$ cat src/logic/lsu_pkg.sv
`default_nettype none

package lsu_pkg;

	localparam int DATA_W = 32;

	// load kinds encoded as in the decode stage
	typedef enum logic [2:0] {
		LOAD_NONE = 3'd0,
		LOAD_LB   = 3'd1,
		LOAD_LH   = 3'd2,
		LOAD_LW   = 3'd3,
		LOAD_LBU  = 3'd4,
		LOAD_LHU  = 3'd5
	} load_type_e;

	typedef enum logic [1:0] {
		STORE_NONE = 2'd0,
		STORE_SB   = 2'd1,
		STORE_SH   = 2'd2,
		STORE_SW   = 2'd3
	} store_type_e;

	// one operation from the execute stage
	typedef struct packed {
		logic [DATA_W-1:0] addr;
		logic [DATA_W-1:0] wdata;
		load_type_e        load_type;
		store_type_e       store_type;
		logic [4:0]        rd;
		logic              wen;
	} lsu_req_t;

	typedef struct packed {
		logic              wen;
		logic [4:0]        rd;
		logic [DATA_W-1:0] data;
		logic              err;
	} lsu_wb_t;

	// axi-lite channel payloads
	typedef struct packed {
		logic [DATA_W-1:0] addr;
	} axi_ar_t;

	typedef struct packed {
		logic [DATA_W-1:0] addr;
	} axi_aw_t;

	typedef struct packed {
		logic [DATA_W-1:0]   data;
		logic [DATA_W/8-1:0] strb;
	} axi_w_t;

	typedef struct packed {
		logic [DATA_W-1:0] data;
		logic [1:0]        resp;
	} axi_r_t;

	typedef struct packed {
		logic [1:0] resp;
	} axi_b_t;

	localparam logic [1:0] AXI_RESP_OKAY   = 2'b00;
	localparam logic [1:0] AXI_RESP_SLVERR = 2'b10;

endpackage

`default_nettype wire

$ cat src/logic/store_align.sv
`default_nettype none

module store_align
	import lsu_pkg::*;
(
	input  lsu_req_t req_i,
	output axi_w_t   w_o,
	output logic     misaligned_o
);

	logic [1:0] offset;

	assign offset = req_i.addr[1:0];

	always_comb begin
		w_o          = '0;
		misaligned_o = 1'b0;
		case (req_i.store_type)
			STORE_SB: begin
				// byte copied into every lane with the strobe picking one
				w_o.data = {4{req_i.wdata[7:0]}};
				w_o.strb = 4'b0001 << offset;
			end
			STORE_SH: begin
				w_o.data     = {2{req_i.wdata[15:0]}};
				w_o.strb     = offset[1] ? 4'b1100 : 4'b0011;
				misaligned_o = offset[0];
			end
			STORE_SW: begin
				w_o.data     = req_i.wdata;
				w_o.strb     = 4'b1111;
				misaligned_o = |offset;
			end
			default: begin
				w_o.data = '0;
				w_o.strb = '0;
			end
		endcase
	end

endmodule

`default_nettype wire

$ cat config.mk
export PLATFORM = sky130hd
export DESIGN_NAME = store_align
export DESIGN_NICKNAME = d
export VERILOG_FILES = /design/src/logic/lsu_pkg.sv /design/src/logic/store_align.sv
export SDC_FILE = /design/constraint.sdc
export NUM_CORES = 1
export LEC_CHECK = 0
export CORE_AREA = 3 3 42 44
export DETAILED_ROUTE_END_ITERATION = 6
export DIE_AREA = 0 0 45 47
export DONT_BUFFER_PORTS = 1
export PLACE_DENSITY = 0.61
export REMOVE_ABC_BUFFERS = 1
export SKIP_LAST_GASP = 1
export SYNTH_ARGS = -nofsm -noshare
export SYNTH_HDL_FRONTEND = slang
export SYNTH_SLANG_ARGS = --single-unit
$ cat constraint.sdc
create_clock -name vclk -period 0.8
set_input_delay 0 -clock vclk [all_inputs]
set_output_delay 0 -clock vclk [all_outputs]
set_load 0.05 [all_outputs]
# --- Word level (Yosys, flattened, before mapping) ---
# Cells that the tools add are included.
classes:
  add_sub_neg: 0
  mul: 0
  div: 0
  order_cmp: 0
  eq_ne: 3
  n_shift: 1
  n_mux: 3
  bitwise_logic: 0
  n_reduce_logical: 1
op_table:
  columns: ["cell", "count"]
  rows:
  - ["$pmux W36 S3", 1]
  - ["$eq A2 B2 Y1 const B", 2]
  - ["$mux W4", 1]
  - ["$shl A1 B2 Y4 const A", 1]
  - ["$eq A2 B1 Y1 const B", 1]
  - ["$pmux W1 S2", 1]
  - ["$reduce_or A2 Y1", 1]
word_totals:
  ff_bits: 0
  latchBits: 0
  ram_bits: 0
  romBits: 0
  inputBits: 75
  out_inout_bits: 37
  wordCells: 8
  memories: 0

# --- Depth between registers and ports, before layout ---
logic_depth:
  word_depth: 2
  depth_mapped: 4
  depth_no_buf: 2

# --- Worst setup path before layout ---
# Ideal clock, no wire load.
synth_timing:
  kind: "input to output"
  from: "input port req_i[6] (netlist bit)"
  to: "output port w_o[2] (netlist bit)"
  arrival_time_ps: 1424
  required_time_ps: 800
  setup_slack_ps: -624
  cell_stages: 3
  n_path_buf: 1
  cell_sequence: "buf_2 nand2_1 o21ai_0"
synth_lines:
  columns: ["item", "line", "source"]
  rows:
  - ["start: declaration", "store_align.sv:6", "input lsu_req_t req_i,"]
  - ["end: declaration", "store_align.sv:7", "output axi_w_t w_o,"]

==> qor.txt <==
DRT Wirelength: 1.993 mm
Site row count: 14
Largest stage delay on the critical path: 0.22 ns
Arrival @ worst endpoint: 0.73 ns
Met3 WL post-DR: 290 µm
Comb pwr share: 1.000
Synth top area cells: mux2i_1 (30%), o2bb2ai_1 (27%), a22o_1 (13%), nor2b_1 (7.1%), buf_2 (5.7%)
Leak pwr: 0.0004345 µW
Distinct cell type count after synthesis: 15
WP buf/inv: 2
Largest area contributor in the netlist: mux2i_1
Max Freq: 1373 MHz
IO buf count: 0
Slew Limit Fails: 0
Pwr dens: 1183 mW/mm²
Int Power: 382.8 µW
Peak VDD IR: 0.5544 mV
Status: completed
FF+latch area: 0 µm²
Number of setup buffers added after CTS: 0
Antenna violations before repair: 0
Fraction of power spent switching nets: 0.6451
Fin crit share: 0.9102
Final setup vio count: 0
Met2 WL post-DR: 981 µm
Routed Antenna Nets: 0
Filler cells: 124
Synth Warn #: 0
Final HPWL DP: 1.681 mm
Total grt overflow: 0
Switching power: 695.9 µW
Via count: 687
CP Class: in2out
Via density: 5.872
Placed Cells: 117
Setup TNS: 0 ns
Die width: 45 µm
Met1 WL: 721 µm
Worst Setup End Kind: output port
Pre-CTS WS: 0.07925 ns
Mean Syn Cell Area: 7.728 µm²
# clk buffers: 0
Critical-path top delay cell: buf_4
Largest net degree at the start of global routing: 23
Flop pwr share: 0
Req. time, crit path: 0.80 ns
DR top layer: met3
Final hold vios: 0
Clock share of power: 0
Layout Nets: 178
Cts hold-fix bufs: 0
Routability cong.: 0.6981
Seq cells: 0
Critical path's most frequent cell: buf_4
Layout cell share with drive strength beyond 1: 0.3960
Pre-antenna DRT Iters: 3
# diodes: 0
Finished Layout Cells: 117
Min cycle time layout: 0.7282 ns
Wire length per cell: 17.03 µm
Area grow syn2layout: 73.57%
Crit path cell chain: nor2b_1 > buf_4 > o2bb2ai_1 > buf_4
Cells after Synth: 68
Syn Std Cell Area: 525.5 µm²
DR DRC count: 0
Slew @ Worst Pin: 0.4862 ns
Post-synthesis sequential area ratio: 0
Startpoint Class: input port
Height of the die: 47 µm
Final worst slack: 0.07182 ns
Core area: 0.001471 mm²
DIE AREA: 0.002115 mm²
Drt initial violations: 4
RSZ-0062 raised after global routing: false
CP top delay family: buffers and inverters
GRT Resource Usage Total: 0.1644
Share of the synthesized area in the top cell type: 0.3048
Design Power: 1079 µW
Rel. slew slack: 0.6770
CTS resizes: 0
# Max-Cap Violations: 0
Vias in the first global route: 604
First-pass GRT wire length: 2.739 mm
Starting Density: 0.3571
Worst hold path type: in2out
CP max FO: 22
IO Pins: 112
[cells in the mapped netlist, drive strengths merged]
cell      n
a21oi     1
a22o      8
and2b     4
buf       6
clkbuf    1
clkinv    1
inv       1
mux2i    16
nand2     1
nand2b    1
nor2      1
nor2b     6
o21ai     3
o22ai     2
o2bb2ai  16
[cell families (layout without fill, tap and decap cells)]
group | after synthesis | count (layout) | share of synthesized area
buffers and inverters | 9 | 42 | 0.07855
and+or+nand+nor | 13 | 13 | 0.1548
muxes | 16 | 16 | 0.3048
AOI/OAI and AO/OA | 30 | 30 | 0.4619
[area by class of cell]
type               instances  area (µm²)  area share
multi-input cells         59       484.2      0.5309
well taps                 16       20.02     0.02195
repair buffers            40       400.4      0.4390
inverters                  2       7.507    0.008230
[per-layer routing]
metal / track usage / vias up
li1: - / 335
met2: 0.3136 / 49
met3: 0.04215 / 0
met1: 0.1955 / 303
met5: 0 / -
met4: 0 / 0
[final timing paths]
kind                  start      end  cells after the start  slack [ns]
setup / recovery   req_i[6]  w_o[21]                      4        0.07
hold / removal    req_i[43]   w_o[0]                      2        0.24
[layout by cell type, fill, tap and decap left out, drive strengths merged]
cell,Yosys,routed
inv,1,1
nand2,1,1
a21oi,1,1
nor2b,6,6
clkinv,1,1
o22ai,2,2
and2b,4,4
o21ai,3,3
o2bb2ai,16,16
mux2i,16,16
buf,6,40
nand2b,1,1
a22o,8,8
nor2,1,1
[power groups by stage]
stage / Sequential (µW) / Clock (µW) / Combinational, µW
after floorplan: 0 / 0 / 725
after global placement: 0 / 0 / 1070
after detailed placement: 0 / 0 / 1080
after CTS: 0 / 0 / 1090
after global routing: 0 / 0 / 1130
final: 0 / 0 / 1080
[stage by stage]
stage                     hold WS, ns    util  cell area (µm²)
after floorplan                0.2727       -            491.7
after global placement         0.2259  0.6199            912.1
after detailed placement       0.2350  0.6199            912.1
after CTS                      0.2350  0.6199            912.1
after global routing           0.2422  0.6199            912.1
final                          0.2410  0.6199            912.1
No activity file was read; power rests on OpenSTA's default activity.
