`config.mk`:
```
export PLATFORM = sky130hd
export DESIGN_NAME = load_extract
export DESIGN_NICKNAME = d
export VERILOG_FILES = /design/src/logic/lsu_pkg.sv /design/src/logic/load_extract.sv
export SDC_FILE = /design/constraint.sdc
export NUM_CORES = 1
export LEC_CHECK = 0
export BUFFER_PORTS_ARGS = -buffer_cell sky130_fd_sc_hd__buf_4
export CAP_MARGIN = 20
export CORE_MARGIN = 2
export CORE_UTILIZATION = 29
export DETAILED_ROUTE_END_ITERATION = 10
export GPL_TIMING_DRIVEN = 0
export PLACE_DENSITY = 0.78
export SLEW_MARGIN = 10
export SYNTH_ARGS = -nofsm -noshare
export SYNTH_HDL_FRONTEND = slang
export SYNTH_SLANG_ARGS = --single-unit
```
`constraint.sdc`:
```
create_clock -name vclk -period 1.3
set_input_delay 0.13 -clock vclk [all_inputs]
set_output_delay 0.13 -clock vclk [all_outputs]
set_load 0.1 [all_outputs]
```
`src/logic/lsu_pkg.sv`:
```
`default_nettype none

package lsu_pkg;

	localparam int DATA_W = 32;

	// load kinds encoded as in the decode stage
	typedef enum logic [2:0] {
		LOAD_NONE = 3'd0,
		LOAD_LB   = 3'd1,
		LOAD_LH   = 3'd2,
		LOAD_LW   = 3'd3,
		LOAD_LBU  = 3'd4,
		LOAD_LHU  = 3'd5
	} load_type_e;

	typedef enum logic [1:0] {
		STORE_NONE = 2'd0,
		STORE_SB   = 2'd1,
		STORE_SH   = 2'd2,
		STORE_SW   = 2'd3
	} store_type_e;

	// one operation from the execute stage
	typedef struct packed {
		logic [DATA_W-1:0] addr;
		logic [DATA_W-1:0] wdata;
		load_type_e        load_type;
		store_type_e       store_type;
		logic [4:0]        rd;
		logic              wen;
	} lsu_req_t;

	typedef struct packed {
		logic              wen;
		logic [4:0]        rd;
		logic [DATA_W-1:0] data;
		logic              err;
	} lsu_wb_t;

	// axi-lite channel payloads
	typedef struct packed {
		logic [DATA_W-1:0] addr;
	} axi_ar_t;

	typedef struct packed {
		logic [DATA_W-1:0] addr;
	} axi_aw_t;

	typedef struct packed {
		logic [DATA_W-1:0]   data;
		logic [DATA_W/8-1:0] strb;
	} axi_w_t;

	typedef struct packed {
		logic [DATA_W-1:0] data;
		logic [1:0]        resp;
	} axi_r_t;

	typedef struct packed {
		logic [1:0] resp;
	} axi_b_t;

	localparam logic [1:0] AXI_RESP_OKAY   = 2'b00;
	localparam logic [1:0] AXI_RESP_SLVERR = 2'b10;

endpackage

`default_nettype wire

```
`src/logic/load_extract.sv`:
```
`default_nettype none

module load_extract
	import lsu_pkg::*;
(
	input  lsu_req_t          req_i,
	input  logic [DATA_W-1:0] rdata_i,
	output logic [DATA_W-1:0] data_o,
	output logic              misaligned_o
);

	logic [1:0]  offset;
	logic [7:0]  byte_sel;
	logic [15:0] half_sel;

	assign offset   = req_i.addr[1:0];
	assign byte_sel = rdata_i[{offset, 3'b000} +: 8];
	assign half_sel = offset[1] ? rdata_i[31:16] : rdata_i[15:0];

	always_comb begin
		data_o       = '0;
		misaligned_o = 1'b0;
		case (req_i.load_type)
			LOAD_LB: begin
				data_o = {{24{byte_sel[7]}}, byte_sel};
			end
			LOAD_LBU: begin
				data_o = {24'b0, byte_sel};
			end
			LOAD_LH: begin
				data_o       = {{16{half_sel[15]}}, half_sel};
				misaligned_o = offset[0];
			end
			LOAD_LHU: begin
				data_o       = {16'b0, half_sel};
				misaligned_o = offset[0];
			end
			LOAD_LW: begin
				data_o       = rdata_i;
				misaligned_o = |offset;
			end
			default: begin
				data_o = '0;
			end
		endcase
	end

endmodule

`default_nettype wire

```
# After elaboration in Yosys (flattened, before gate mapping)
# Cells that the tools add are included.
[totals]
reg_bits = 0
out_inout_bits = 33
inputBits = 107
[classes]
reduce_logical = 2
mux = 3
eq_ne = 5
shifts = 1
[ops]
columns = ["cell", "n"]
rows = [
  ["32-bit case mux with 5 select lines", 1],
  ["32-bit by 6-bit variable part select with 8-bit output", 1],
  ["16-bit 2-to-1 mux", 1],
  ["3-bit by 2-bit equality test with 1-bit output, second input constant", 2],
  ["3-bit equality test, second input constant", 2],
  ["2-bit OR reduction", 2],
  ["3-bit by 1-bit equality test with 1-bit output, second input constant", 1],
  ["1-bit case mux with 2 select lines", 1],
]

# Depth between registers and ports, before layout
[depth]
depth_word = 3
depth_mapped = 7

# Worst setup path after synthesis
# No wires, ideal clock.
[synth_timing]
path_type = "input to output"
from = "input port req_i[44] in the netlist's numbering"
to = "output port data_o[3]"
arrival_time_ns = 2.886
path_buffers = 3
setup_slack_ns = -1.716
path_stages = 6
cell_sequence = "buf_4 > buf_2 > buf_2 > nor2b_1 > a21oi_1 > o21ai_0"
[synth_between]
elab_chain_len = 2
elab_cells_between_ends = 3
classes_between = "shift (1); mux (2)"
[synth_lines]
columns = ["element", "line", "rtl"]
rows = [
  ["start, declared", "load_extract.sv:6", "input lsu_req_t req_i,"],
  ["32-bit by 6-bit variable part select with 8-bit output / 16-bit 2-to-1 mux (equally long branches)", "load_extract.sv:17, load_extract.sv:18", ""],
  ["32-bit case mux with 5 select lines (*)", "load_extract.sv:23", "case (req_i.load_type)"],
  ["end, declared", "load_extract.sv:8", "output logic [DATA_W-1:0] data_o,"],
]
# Mark *: on every way between the ends. The rest lies on a longest branch, timed or not.

# Worst setup path after layout
[layout_timing]
from = "input port req_i[43] in the netlist's numbering"
to = "output port data_o[29]"
[layout_between]
elab_chain_len = 2
[layout_lines]
columns = ["element", "line", "rtl"]
rows = [
  ["32-bit by 6-bit variable part select with 8-bit output", "load_extract.sv:17", "assign byte_sel = rdata_i[{offset, 3'b000} +: 8];"],
  ["32-bit case mux with 5 select lines", "load_extract.sv:23", ""],
]
# No other way between the ends.

==> results_dict.tcl <==
set metrics [dict create \
    nClkBuffers 0 \
    tightest_slew_ns 0.361 \
    critPathArrivalTime_ns 1.50 \
    final_cells 267 \
    ys.warnings.count 0 \
    critical_path_class "in2out" \
    ys_top_cells_by_area "o221ai_1 13%, a21o_1 12%, nor2b_1 9.0%" \
    coreArea_um2 3280 \
    antenna_found_initial 0 \
    n_antenna_cell 0 \
    seq_area_um2 0 \
    port_buffers 66 \
    place_hpwl_mm 3.24 \
    yosysSeqAreaShare_pct 0 \
    first_iter_violations 53 \
    ys_top_cells_by_count "16 x a21o_1, 16 x a21oi_1, 14 x nor2b_1, 14 x o221ai_1, 13 x inv_1" \
    gr-total-overflow 0 \
    multi_input_area_um2 1380 \
    syn_inst 144 \
    syn_area_um2 973 \
    dp_cells 256 \
    crit_end "data_o[29]" \
    avgViaCountPerCell 5.49 \
    num_vias 1467 \
    dieArea_um2 3840 \
    worst_slack_ns -0.328 \
    place_ws_ns -0.660 \
    utilization_pct 82.3 \
    grt_util_all_layers_pct 26.3 \
    syn-num-nets 251 \
    violations "setup timing" \
    fillCellCount 192 \
    p_leak_nw 1.15 \
    irDropWorstVdd_v 0.000450 \
    grt_max_degree 11 \
    fin_crit_sh_pct 125 \
    final.min_clock_period_ns 1.63 \
    cp-end-kind "output pin" \
    drive_above_1_share_pct 66.1 \
    holdPathStages 3 \
    min_path_type "in2out" \
    wirelength_mm 4.83 \
    seq_cells 0 \
    required_ns 1.17 \
    drc 0 \
    first_pass_iters 4 \
    ios 140 \
    rows 21 \
    fp.dieH_um 61.9 \
    grt_pass1_vias 1519 \
    hold_viol 0 \
    p_per_area_nw_per_um2 728 \
    crit_start "req_i[43]" \
    status "finished, violations left" \
    yosys.cell_types.count 32 \
    wl_per_cell_um 18.1 \
    path_max_fanout 7 \
    gp_congestion 0.801 \
    grt_pass1_wl_mm 7.56 \
    num-nets-final 330 \
    synth_largest_area_cell "o221ai_1" \
    rsz0062_at_grt "true" \
    fmax_mhz 614 \
    cap_violations 0 \
    synth.top_cell.area_share_pct 12.6 \
    setup_violations 33 \
    avgSynthCellArea_um2 6.76 \
    start_util_pct 29.6 \
    max-slew-margin-rel_pct 75.7 \
    areaGrowthSynthToFinish_pct 178 \
    worstSetupStartpointType "input port" \
    die_w_um 61.9 \
    maxSlewViolCount 0 \
    antenna_left 0 \
]
==> worst min path at each step <==
stage | startpoint | to | slack [ns]
after global routing | rdata_i[20] | data_o[20] | 0.63
after detailed placement | rdata_i[21] | data_o[21] | 0.72
after CTS | rdata_i[17] | data_o[17] | 0.62
final | rdata_i[18] | data_o[18] | 0.62
after global placement | rdata_i[21] | data_o[21] | 0.72
after floorplan | rdata_i[16] | data_o[16] | 0.53
==> cells by family (layout without fill, tap and decap cells) <==
family | after synthesis | after routing | share of synthesized area, %
buffers and inverters | 27 | 104 | 13.6
and+or+nand+nor | 41 | 41 | 23.9
xor gates and xnor gates | 1 | 1 | 0.900
AOI/OAI and AO/OA | 66 | 66 | 49.6
muxes | 9 | 9 | 12.0
==> cell type report <==
cell class	count	area share, %
inverters	13	1.81
plain buffers	14	7.45
multi-input cells	117	51.0
repair buffers	77	37.6
well taps	46	2.13
==> metrics by stage <==
step / area (µm²) / hold slack, ns / TNS (ns) / total power, mW
after floorplan: 1480 / 0.531 / -7.59 / 1.23
after global placement: 2030 / 0.716 / -14.89 / 1.53
after detailed placement: 2030 / 0.719 / -15.66 / 1.54
after CTS: 2660 / 0.623 / -9.74 / 1.94
after global routing: 2700 / 0.635 / -11.20 / 2.04
final: 2700 / 0.623 / -9.54 / 1.97
==> repair_timing <==
action,in CTS,in global routing
setup buffers,10,1
pin swaps,10,4
resized for setup,126,8
gates cloned,1,0
hold buffers,0,0
setup endpoints to repair,33,33
==> metal layers <==
layer,up-vias,share of wire (%),global-route usage (%)
li1,695,-,-
met1,685,39,32.4
met2,81,52,48.4
met3,6,7.7,4.55
met4,0,1.1,4.26
met5,-,0,0
==> report_power, final <==
part	internal, mW	switching (mW)	leakage, nW	total, mW
logic	0.784	1.18	1.15	1.97
clock network	0	0	0	0
registers	0	0	0	0
total	0.784	1.18	1.15	1.97
==> cell usage in the layout (no fill, tap or decap), types with 3 or more instances in the layout <==
cell       n
nor2b_1   10
inv_1     13
a22oi_2    3
buf_12    36
nand2_1    7
mux2i_1    6
nand2b_1   5
o221ai_4  14
a21oi_1   13
a21o_1     4
buf_8      4
a21o_4    16
a22oi_1    3
buf_6     10
nor2_1     6
buf_4     40
==> critical path: stages <==
cell	delay (ns)
buf_12	0.11
mux2_4	0.31
a221oi_4	0.33
nor3_4	0.09
buf_6	0.16
a21o_4	0.19
buf_12	0.16
(Power assumes the default switching activity.)
