## config.mk

```make
export PLATFORM = sky130hd
export DESIGN_NAME = lsu_ctrl
export DESIGN_NICKNAME = d
export VERILOG_FILES = /design/src/logic/lsu_pkg.sv /design/src/logic/lsu_ctrl.sv
export SDC_FILE = /design/constraint.sdc
export NUM_CORES = 1
export LEC_CHECK = 0
export ABC_AREA = 1
export BUFFER_PORTS_ARGS = -buffer_cell sky130_fd_sc_hd__clkbuf_2
export CORE_AREA = 2 2 174 176
export CTS_CLUSTER_DIAMETER = 30
export DETAILED_ROUTE_END_ITERATION = 10
export DIE_AREA = 0 0 176 178
export PLACE_DENSITY = 0.43
export SYNTH_ARGS = -nofsm -noshare
export SYNTH_HDL_FRONTEND = slang
export SYNTH_SLANG_ARGS = --single-unit
```

## constraint.sdc

```tcl
create_clock -name clk -period 7.68 [get_ports clk]
set_clock_uncertainty 0.05 [all_clocks]
set_input_delay 0.768 -clock clk [delete_from_list [all_inputs] [get_ports clk]]
set_output_delay 0.768 -clock clk [all_outputs]
set_load 0.02 [all_outputs]
```

## src/logic/lsu_pkg.sv

```systemverilog
`default_nettype none

package lsu_pkg;

	localparam int DATA_W = 32;

	// load kinds encoded as in the decode stage
	typedef enum logic [2:0] {
		LOAD_NONE = 3'd0,
		LOAD_LB   = 3'd1,
		LOAD_LH   = 3'd2,
		LOAD_LW   = 3'd3,
		LOAD_LBU  = 3'd4,
		LOAD_LHU  = 3'd5
	} load_type_e;

	typedef enum logic [1:0] {
		STORE_NONE = 2'd0,
		STORE_SB   = 2'd1,
		STORE_SH   = 2'd2,
		STORE_SW   = 2'd3
	} store_type_e;

	// one operation from the execute stage
	typedef struct packed {
		logic [DATA_W-1:0] addr;
		logic [DATA_W-1:0] wdata;
		load_type_e        load_type;
		store_type_e       store_type;
		logic [4:0]        rd;
		logic              wen;
	} lsu_req_t;

	typedef struct packed {
		logic              wen;
		logic [4:0]        rd;
		logic [DATA_W-1:0] data;
		logic              err;
	} lsu_wb_t;

	// axi-lite channel payloads
	typedef struct packed {
		logic [DATA_W-1:0] addr;
	} axi_ar_t;

	typedef struct packed {
		logic [DATA_W-1:0] addr;
	} axi_aw_t;

	typedef struct packed {
		logic [DATA_W-1:0]   data;
		logic [DATA_W/8-1:0] strb;
	} axi_w_t;

	typedef struct packed {
		logic [DATA_W-1:0] data;
		logic [1:0]        resp;
	} axi_r_t;

	typedef struct packed {
		logic [1:0] resp;
	} axi_b_t;

	localparam logic [1:0] AXI_RESP_OKAY   = 2'b00;
	localparam logic [1:0] AXI_RESP_SLVERR = 2'b10;

endpackage

`default_nettype wire

```

## src/logic/lsu_ctrl.sv

```systemverilog
`default_nettype none

module lsu_ctrl
	import lsu_pkg::*;
(
	input  logic              clk,
	input  logic              rstn,
	input  logic              op_valid_i,
	input  lsu_req_t          op_i,
	output logic              busy_o,
	output logic              wb_valid_o,
	output lsu_wb_t           wb_o,
	output lsu_req_t          req_o,
	input  axi_w_t            st_w_i,
	input  logic              st_misaligned_i,
	input  logic [DATA_W-1:0] ld_data_i,
	input  logic              ld_misaligned_i,
	output logic [DATA_W-1:0] ld_raw_o,
	output axi_ar_t           ar_o,
	output logic              ar_valid_o,
	input  logic              ar_ready_i,
	input  axi_r_t            r_i,
	input  logic              r_valid_i,
	output logic              r_ready_o,
	output axi_aw_t           aw_o,
	output logic              aw_valid_o,
	input  logic              aw_ready_i,
	output axi_w_t            w_o,
	output logic              w_valid_o,
	input  logic              w_ready_i,
	input  axi_b_t            b_i,
	input  logic              b_valid_i,
	output logic              b_ready_o
);

	typedef enum logic [1:0] {
		S_IDLE = 2'd0,
		S_ADDR = 2'd1,
		S_RESP = 2'd2,
		S_DONE = 2'd3
	} state_e;

	state_e            state_q;
	state_e            state_d;
	lsu_req_t          req_q;
	logic [DATA_W-1:0] rdata_q;
	logic              err_q;
	logic              aw_done_q;
	logic              w_done_q;
	logic              is_load;
	logic              is_store;
	logic              is_mem;
	logic              misaligned;
	logic              ar_fire;
	logic              aw_fire;
	logic              w_fire;
	logic              r_fire;
	logic              b_fire;

	// a load wins if both kinds are set
	assign is_load    = req_q.load_type != LOAD_NONE;
	assign is_store   = (req_q.store_type != STORE_NONE) && !is_load;
	assign is_mem     = is_load || is_store;
	assign misaligned = is_load ? ld_misaligned_i : (is_store && st_misaligned_i);

	assign ar_valid_o = (state_q == S_ADDR) && is_load && !misaligned;
	assign aw_valid_o = (state_q == S_ADDR) && is_store && !misaligned && !aw_done_q;
	assign w_valid_o  = (state_q == S_ADDR) && is_store && !misaligned && !w_done_q;
	assign r_ready_o  = (state_q == S_RESP) && is_load;
	assign b_ready_o  = (state_q == S_RESP) && is_store;

	assign ar_fire = ar_valid_o && ar_ready_i;
	assign aw_fire = aw_valid_o && aw_ready_i;
	assign w_fire  = w_valid_o && w_ready_i;
	assign r_fire  = r_valid_i && r_ready_o;
	assign b_fire  = b_valid_i && b_ready_o;

	assign ar_o.addr = req_q.addr;
	assign aw_o.addr = req_q.addr;
	assign w_o       = st_w_i;
	assign req_o     = req_q;
	assign ld_raw_o  = rdata_q;

	assign busy_o     = state_q != S_IDLE;
	assign wb_valid_o = state_q == S_DONE;

	always_comb begin
		state_d = state_q;
		case (state_q)
			S_IDLE: begin
				if (op_valid_i) begin
					state_d = S_ADDR;
				end
			end
			S_ADDR: begin
				if (!is_mem || misaligned) begin
					state_d = S_DONE;
				end else if (is_load && ar_fire) begin
					state_d = S_RESP;
				end else if (is_store && (aw_done_q || aw_fire) && (w_done_q || w_fire)) begin
					state_d = S_RESP;
				end
			end
			S_RESP: begin
				if (r_fire || b_fire) begin
					state_d = S_DONE;
				end
			end
			default: begin
				state_d = S_IDLE;
			end
		endcase
	end

	always_ff @(posedge clk) begin
		if (!rstn) begin
			state_q <= S_IDLE;
		end else begin
			state_q <= state_d;
		end
	end

	// aw and w may complete in different cycles
	always_ff @(posedge clk) begin
		if (!rstn || state_q != S_ADDR) begin
			aw_done_q <= 1'b0;
			w_done_q  <= 1'b0;
		end else begin
			if (aw_fire) begin
				aw_done_q <= 1'b1;
			end
			if (w_fire) begin
				w_done_q <= 1'b1;
			end
		end
	end

	always_ff @(posedge clk) begin
		if (state_q == S_IDLE && op_valid_i) begin
			req_q <= op_i;
		end
		if (r_fire) begin
			rdata_q <= r_i.data;
			err_q   <= r_i.resp != AXI_RESP_OKAY;
		end else if (b_fire) begin
			err_q <= b_i.resp != AXI_RESP_OKAY;
		end
	end

	always_comb begin
		wb_o      = '0;
		wb_o.rd   = req_q.rd;
		if (!is_mem) begin
			// alu result goes straight through
			wb_o.wen  = req_q.wen;
			wb_o.data = req_q.addr;
		end else if (misaligned) begin
			wb_o.err = 1'b1;
		end else if (is_load) begin
			if (err_q) begin
				wb_o.err = 1'b1;
			end else begin
				wb_o.wen  = req_q.wen;
				wb_o.data = ld_data_i;
			end
		end else begin
			// stores never write a register
			wb_o.err = err_q;
		end
	end

	a_ar_hold: assert property (@(posedge clk) disable iff (!rstn)
		ar_valid_o && !ar_ready_i |=> ar_valid_o && $stable(ar_o));
	a_aw_hold: assert property (@(posedge clk) disable iff (!rstn)
		aw_valid_o && !aw_ready_i |=> aw_valid_o && $stable(aw_o));
	a_w_hold: assert property (@(posedge clk) disable iff (!rstn)
		w_valid_o && !w_ready_i |=> w_valid_o && $stable(w_o));
	// upstream must wait for busy_o to drop
	a_no_op_busy: assert property (@(posedge clk) disable iff (!rstn)
		op_valid_i |-> !busy_o);

endmodule

`default_nettype wire

```

Yosys cells after proc, flatten, opt, wreduce, memory -nomap -nowiden
Index checks and enable logic that the tools add are counted.
Operators by class
  eq/ne operators: 7
  muxes and demuxes: 21
  reduce and logical (&&, ||, !) cells: 39
Operators by type and width (number)
  $mux 32: 4
  $logic_and 1x1->1: 19
  $mux 1: 11
  $mux 2: 5
  $reduce_bool 2->1: 5
  $logic_not 1->1: 6
  $logic_or 1x1->1: 6
  $pmux 2 s3: 1
  $eq 2x2->1 const B: 2
  $ne 2x1->1 const B: 2
  $ne 4x1->1 const B: 1
  $reduce_and 3->1: 1
  $reduce_bool 3->1: 1
  $eq 2x1->1 const B: 1
  $logic_not 2->1: 1
  $ne 2x2->1 const B: 1
Storage, ports and cells
  register bits after elaboration: 112
  input bits: 189
  output and inout port bits: 253
  logic and storage cells: 78

Depth between registers and ports, before layout
Gate-level depths: netlist (run 1).
  depth after elaboration: 16
  mapped depth: 13
  mapped depth without buffers: 13

Worst setup path after synthesis (run 1)
Ideal clock, no wire load.
  kind: input to register
  start: input op_valid_i
  end: register req_q (netlist bit ar_o[0]), enable pin
  setup time: 0.429 ns
  arrival time: 2.264 ns
  required time: 7.201 ns
  setup slack: 4.937 ns
  stages: 2
  path buffers: 0
  path through: nand2_1 inv_1
Between the ends
  cells in the longest elaborated chain, start to end: 1
Ends and longest elaborated chain
  start, declared: RTL line lsu_ctrl.sv:8  | input logic op_valid_i,
  $logic_and 1x1->1: RTL line lsu_ctrl.sv:139  | if (state_q == S_IDLE && op_valid_i) begin
  end signal, assigned: RTL line lsu_ctrl.sv:140  | req_q <= op_i;
  end, declared: RTL line lsu_ctrl.sv:45  | lsu_req_t req_q;
Every way passes these cells.
A chain may end at the register's enable or synchronous reset.

==> results of run 1 <==
==> layer usage <==
layer / routed length, um / vias to the layer above / part of all wire / track usage
li1: - / 1753 / - / -
met1: 6180 / 1674 / 0.33 / 0.108
met2: 10000 / 252 / 0.53 / 0.216
met5: 20 / - / 0.0011 / 0
met4: 607 / 4 / 0.032 / 0.0489
met3: 1970 / 29 / 0.10 / 0.0518
==> Yosys cell counts <==
cell / n
nor2_1: 11
nor2_4: 1
nor2_2: 2
dfxtp_1: 4
ha_1: 4
o21ai_1: 5
o21ai_0: 3
nand2_1: 79
o22ai_1: 1
buf_4: 105
nand3_1: 3
clkbuf_1: 6
a31oi_1: 1
or2_1: 1
o21ai_2: 30
a21oi_4: 1
edfxtp_1: 108
buf_6: 4
and3_1: 3
nand2_2: 3
nor3_1: 1
inv_2: 4
nand2_4: 1
inv_1: 14
==> logic make-up after synthesis <==
logic type,Yosys count,share of synthesized area
adders and majority gates,4,0.00988
AOI/OAI and AO/OA,41,0.0655
and+or+nand+nor,105,0.0862
buffers and inverters,133,0.182
DFF,112,0.656
==> cell type report <==
type / count / area share
timing repair buffer: 372 / 0.273
clock buffer: 9 / 0.0328
inverter: 18 / 0.0100
multi-input combinational: 150 / 0.120
clock inverter: 6 / 0.00930
sequential: 112 / 0.484
tap: 390 / 0.0711
==> report_power, final <==
part	switching (mW)	internal (mW)
combinational	0.522	0.205
clock	0.250	0.228
sequential	0.0826	0.823
total	0.854	1.26
==> through the flow <==
step                       util  instances  power, mW  hold WS (ns)  setup WS (ns)
after floorplan               -        395       1.47         0.501           4.94
after global placement    0.223       1042       1.67         0.539           4.41
after detailed placement  0.223       1042       1.67         0.541           4.38
after CTS                 0.233       1057       2.17         0.489           3.94
after global routing      0.233       1057       2.23         0.492           3.73
final                     0.233       1057       2.11         0.520           4.06
==> how the worst max path moves through the flow <==
stage	start	to	slack [ns]	cells after the start
floorplan	op_valid_i	ar_o[0]	4.94	2
global placement	req_o[8]	wb_o[0]	4.41	9
detailed placement	req_o[8]	wb_o[32]	4.38	8
CTS	req_o[8]	wb_o[32]	3.94	8
global route	req_o[8]	wb_o[32]	3.73	8
finish	req_o[8]	wb_o[32]	4.06	8
==> flip-flops by register name, summed over array words and instances (netlist names) <==
signal / flops
req_o: 43
ar_o: 32
ld_raw_o: 32
state_q: 2
aw_done_q: 1
err_q: 1
w_done_q: 1
==> flow_summary.toml, run 1 <==
[status]
outcome = "completed"

[drt]
ant_nets = 0
routed_wl_um = 18800
first_pass_iters = 4
avgRoutedWirePerCell_um = 17.8
initialDrtViolationCount = 110
dr_total_vias = 3712
drc_errors = 0
via_per_inst = 3.51

[synthesis]
synth-seq-cells = 112
synth_area_leaders = "edfxtp_1 64%, buf_4 16%, nand2_1 5.9%"
synth.yosys.seq_area_share = 0.656
synth_nets = 588
syn_area_sq_um = 5060
avgSynthCellArea_sq_um = 12.8
yosysTopAreaCellShare = 0.640
yosysWarningCount = 0
syn_inst = 395
yosysTopAreaCell = "edfxtp_1"
synth.distinct_cells = 24

[place]
io_buffers = 369
post-dp-hpwl_um = 15500
place_congestion = 0.740
dpl_cell_area_sq_um = 6570

[floorplanning]
die_w_um = 176
core-area_sq_um = 29400
chipHeight_um = 178
start_util = 0.172
fp.dieArea_sq_um = 31300
ios = 442
placementRows = 63

[worst_setup_path]
slowest_stage = "or2_2"
cp_data_arrival_time_ns = 2.80
reg2reg_depth = 5
worst-path-max-fanout = 36
setup.worst_path.class = "reg2out"
crit_buf_inv = 2
worstSetupStartpointType = "register"
critical-path-top-delay-family = "simple AND/OR/NAND/NOR gates"
worstSetupEndpointType = "output port"
r2r_slack_ns = 5.52
cp_slowest_stage_delay_ns = 0.79
rr_endpoint = "req_o[17]"
rr_startpoint = "state_q[0]"
crit_path_cell_trace = "nor2_1 > nand2_4 > nand2_1 > nand2_2 > inv_2 > or2_2 > o21ai_1 > clkbuf_2"
crit_required_ns = 6.86

[sta]
setup_tns_ns = 0
maxSlewHeadroom = 0.294
rsz0062_at_grt = "false"
finalMaxSlewViolations = 0
fin_crit_sh = 0.471
min_period_ns = 3.62
setup_viol = 0
final_hold_viol_count = 0
worstMarginPinSlew_ns = 1.06
fmax_mhz = 276

[layout]
multi_input_area_sq_um = 821
final_common_cell = "clkbuf_2"
fillers = 3199
area_growth_pct = 35.4
drive_gt1_frac = 0.648
design.final.nets = 856
layout_common_cells = "369 x clkbuf_2, 108 x edfxtp_1, 79 x nand2_1, 30 x o21ai_2, 13 x inv_1"
final_area_sq_um = 6860
antenna_cells = 0
final-seq-area_sq_um = 3320

[cts]
insertion_delay_ns = 0.36
max-clock-path-buffers = 2
cts_tree = "yes"
htreeDepth = 3
clock-root-buffer = "clkbuf_16"
cts_resized = 0
cts_num_sinks = 112
cts_hold_buf = 0
cts_made_buffers = 9
path_clk_slew_ns = 0.09
post_cts_buffers = 0

[min_path]
hold_depth = 1
min-delay-start = "r_i[29]"
hp-class = "in2reg"
min_to = "ld_raw_o[27]"

[global_route]
grt.overflow.total = 0
antenna_found_initial = 2
grt_pass1_wl_um = 25300
grt_usage = 0.115
grt_max_degree = 53
grt_pass1_vias = 3838

[flow_run]
drv_cap = 0

[power_and_ir_drop]
p_leak_nw = 3.21
power_density_nw_per_um2 = 308
ir_worst_vdd_uv = 157
Power figures use the tool's default switching activity.
==> inputs of run 2 (changes only) <==
Settings changed: CORE_AREA 2 2 174 176 to 2 2 170 172, DIE_AREA 0 0 176 178 to 0 0 172 174, PLACE_DENSITY 0.43 to 0.46.
Clock period 7.68 ns to 3.2 ns, I/O delays scaled along.
==> run 2 against run 1 <==
Register-to-register slack worse by 4.4 ns; cell area grew 0.57%; total power rose by 140%; via count grew 2.1%; critical path type unchanged; sequential cell count is the same; clock power is 150% higher; wire length decreased by 6.0%; sequential power grew 140%; hold slack got worse by 0.45 ns; critical endpoint unchanged; die area shrank 4.5%; first-iteration DRC count rose by 2.7%; combinational power increased by 140%.
==> flow_summary.toml, run 2 (synthesis results as in run 1) <==
[drt]
via_per_inst = 3.59
first_pass_iters = 4
ant_nets = 0
drc_errors = 0
avgRoutedWirePerCell_um = 16.7
dr_total_vias = 3790
initialDrtViolationCount = 113
routed_wl_um = 17700

[cts]
insertion_delay_ns = 0.36
clock-root-buffer = "clkbuf_16"
cts_resized = 0
htreeDepth = 3
cts_made_buffers = 9
cts_hold_buf = 0
cts_num_sinks = 112
cts_tree = "yes"
max-clock-path-buffers = 2
post_cts_buffers = 0
path_clk_slew_ns = 0.09

[layout]
design.final.nets = 859
area_growth_pct = 36.2
drive_gt1_frac = 0.649
layout_common_cells = "369 x clkbuf_2, 108 x edfxtp_1, 79 x nand2_1, 30 x o21ai_2, 13 x inv_1"
final_common_cell = "clkbuf_2"
final_cells = 1055
largest_register_ffs = 43

[worst_setup_path]
cp_data_arrival_time_ns = 2.51
worstSetupStartpointType = "register"
crit_required_ns = 2.83
worstSetupEndpointType = "output port"
setup.worst_path.class = "reg2out"
worst-path-max-fanout = 34

[floorplanning]
core-area_sq_um = 28200
fp.dieArea_sq_um = 29900
placementRows = 62
die_w_um = 172
start_util = 0.179
chipHeight_um = 174
ios = 442

[place]
io_buffers = 369
post-dp-hpwl_um = 14400
place_inst = 1039
place_congestion = 0.737

[sta]
worstMarginPinSlew_ns = 1.08
setup_tns_ns = 0
hold-worst-slack_ns = 0.0731
maxSlewHeadroom = 0.283
finalMaxSlewViolations = 0
rsz0062_at_grt = "false"
min_period_ns = 2.88
setup_viol = 0
final_hold_viol_count = 0
fin_crit_sh = 0.901
fmax_mhz = 347

[status]
outcome = "completed"

[global_route]
grt.overflow.total = 0
antenna_found_initial = 2
grt_max_degree = 45
grt_pass1_wl_um = 24000
grt_usage = 0.112
grt_pass1_vias = 3789

[power_and_ir_drop]
power_density_nw_per_um2 = 742
p_leak_nw = 3.24
power_mw = 5.12
ir_worst_vdd_uv = 412

[min_path]
hp-class = "in2reg"

[flow_run]
drv_cap = 0
## run 2: cell types whose count changed in the layout (fill, tap and decap cells not counted)
| cell | delta |
|---|---|
| inv_8 | -1 |
| diode_2 | +1 |
| clkinv_2 | +1 |
| buf_4 | +3 |
| nor2_2 | -1 |
| nor2_4 | +1 |
| bufinv_16 | +1 |
| clkinvlp_4 | -1 |
## run 2: through the flow
step                       util  setup WS [ns]  instance area [sq um]
after floorplan               -          0.669                   5060
after global placement    0.233          0.686                   6590
after detailed placement  0.233          0.651                   6590
after CTS                 0.244          0.230                   6900
after global routing      0.244          0.114                   6900
final                     0.244          0.317                   6900
## run 2: power breakdown
part | switching, mW | leakage (nW) | total, mW | internal, mW
Sequential | 0.194 | 1.04 | 2.17 | 1.97
Combinational | 1.26 | 2.05 | 1.76 | 0.502
Clock | 0.573 | 0.151 | 1.19 | 0.620
## run 2: layout make-up
cell class	count	area [sq um]
multi-input combinational	150	826
clock buffer	9	225
inverter	18	68.8
tap	384	480
fill	3096	21300
sequential	112	3320
timing repair buffer	375	1890
clock inverter	6	80.1
antenna	1	2.50
## run 2: path summary, 6_finish.rpt
| kind | from | endpoint | slack (ns) | depth (start not counted) |
|---|---|---|---|---|
| worst min-delay path | op_i[44] | ar_o[1] | 0.07 | 1 |
| worst max register to register | req_o[7] | state_q[0] | 1.17 | 7 |
| worst min register to register | w_done_q | w_done_q | 0.55 | 3 |
| worst max-delay path | req_o[8] | wb_o[32] | 0.32 | 8 |
## run 2: worst max-delay path, stage by stage (launching register included)
cell and delay [ns]:
edfxtp_1 0.45, nor2_1 0.19, nand2_4 0.08, nand2_1 0.08
nand2_2 0.09, inv_2 0.07, or2_2 0.80, o21ai_1 0.15
clkbuf_2 0.20
## run 2: layer usage
metal  global-route usage  part of all wire  wire length [um]
met1                0.118              0.36              6320
met2                0.203              0.52              9140
met3               0.0419              0.10              1850
met4               0.0410             0.020               350
met5                    0                 0                 0
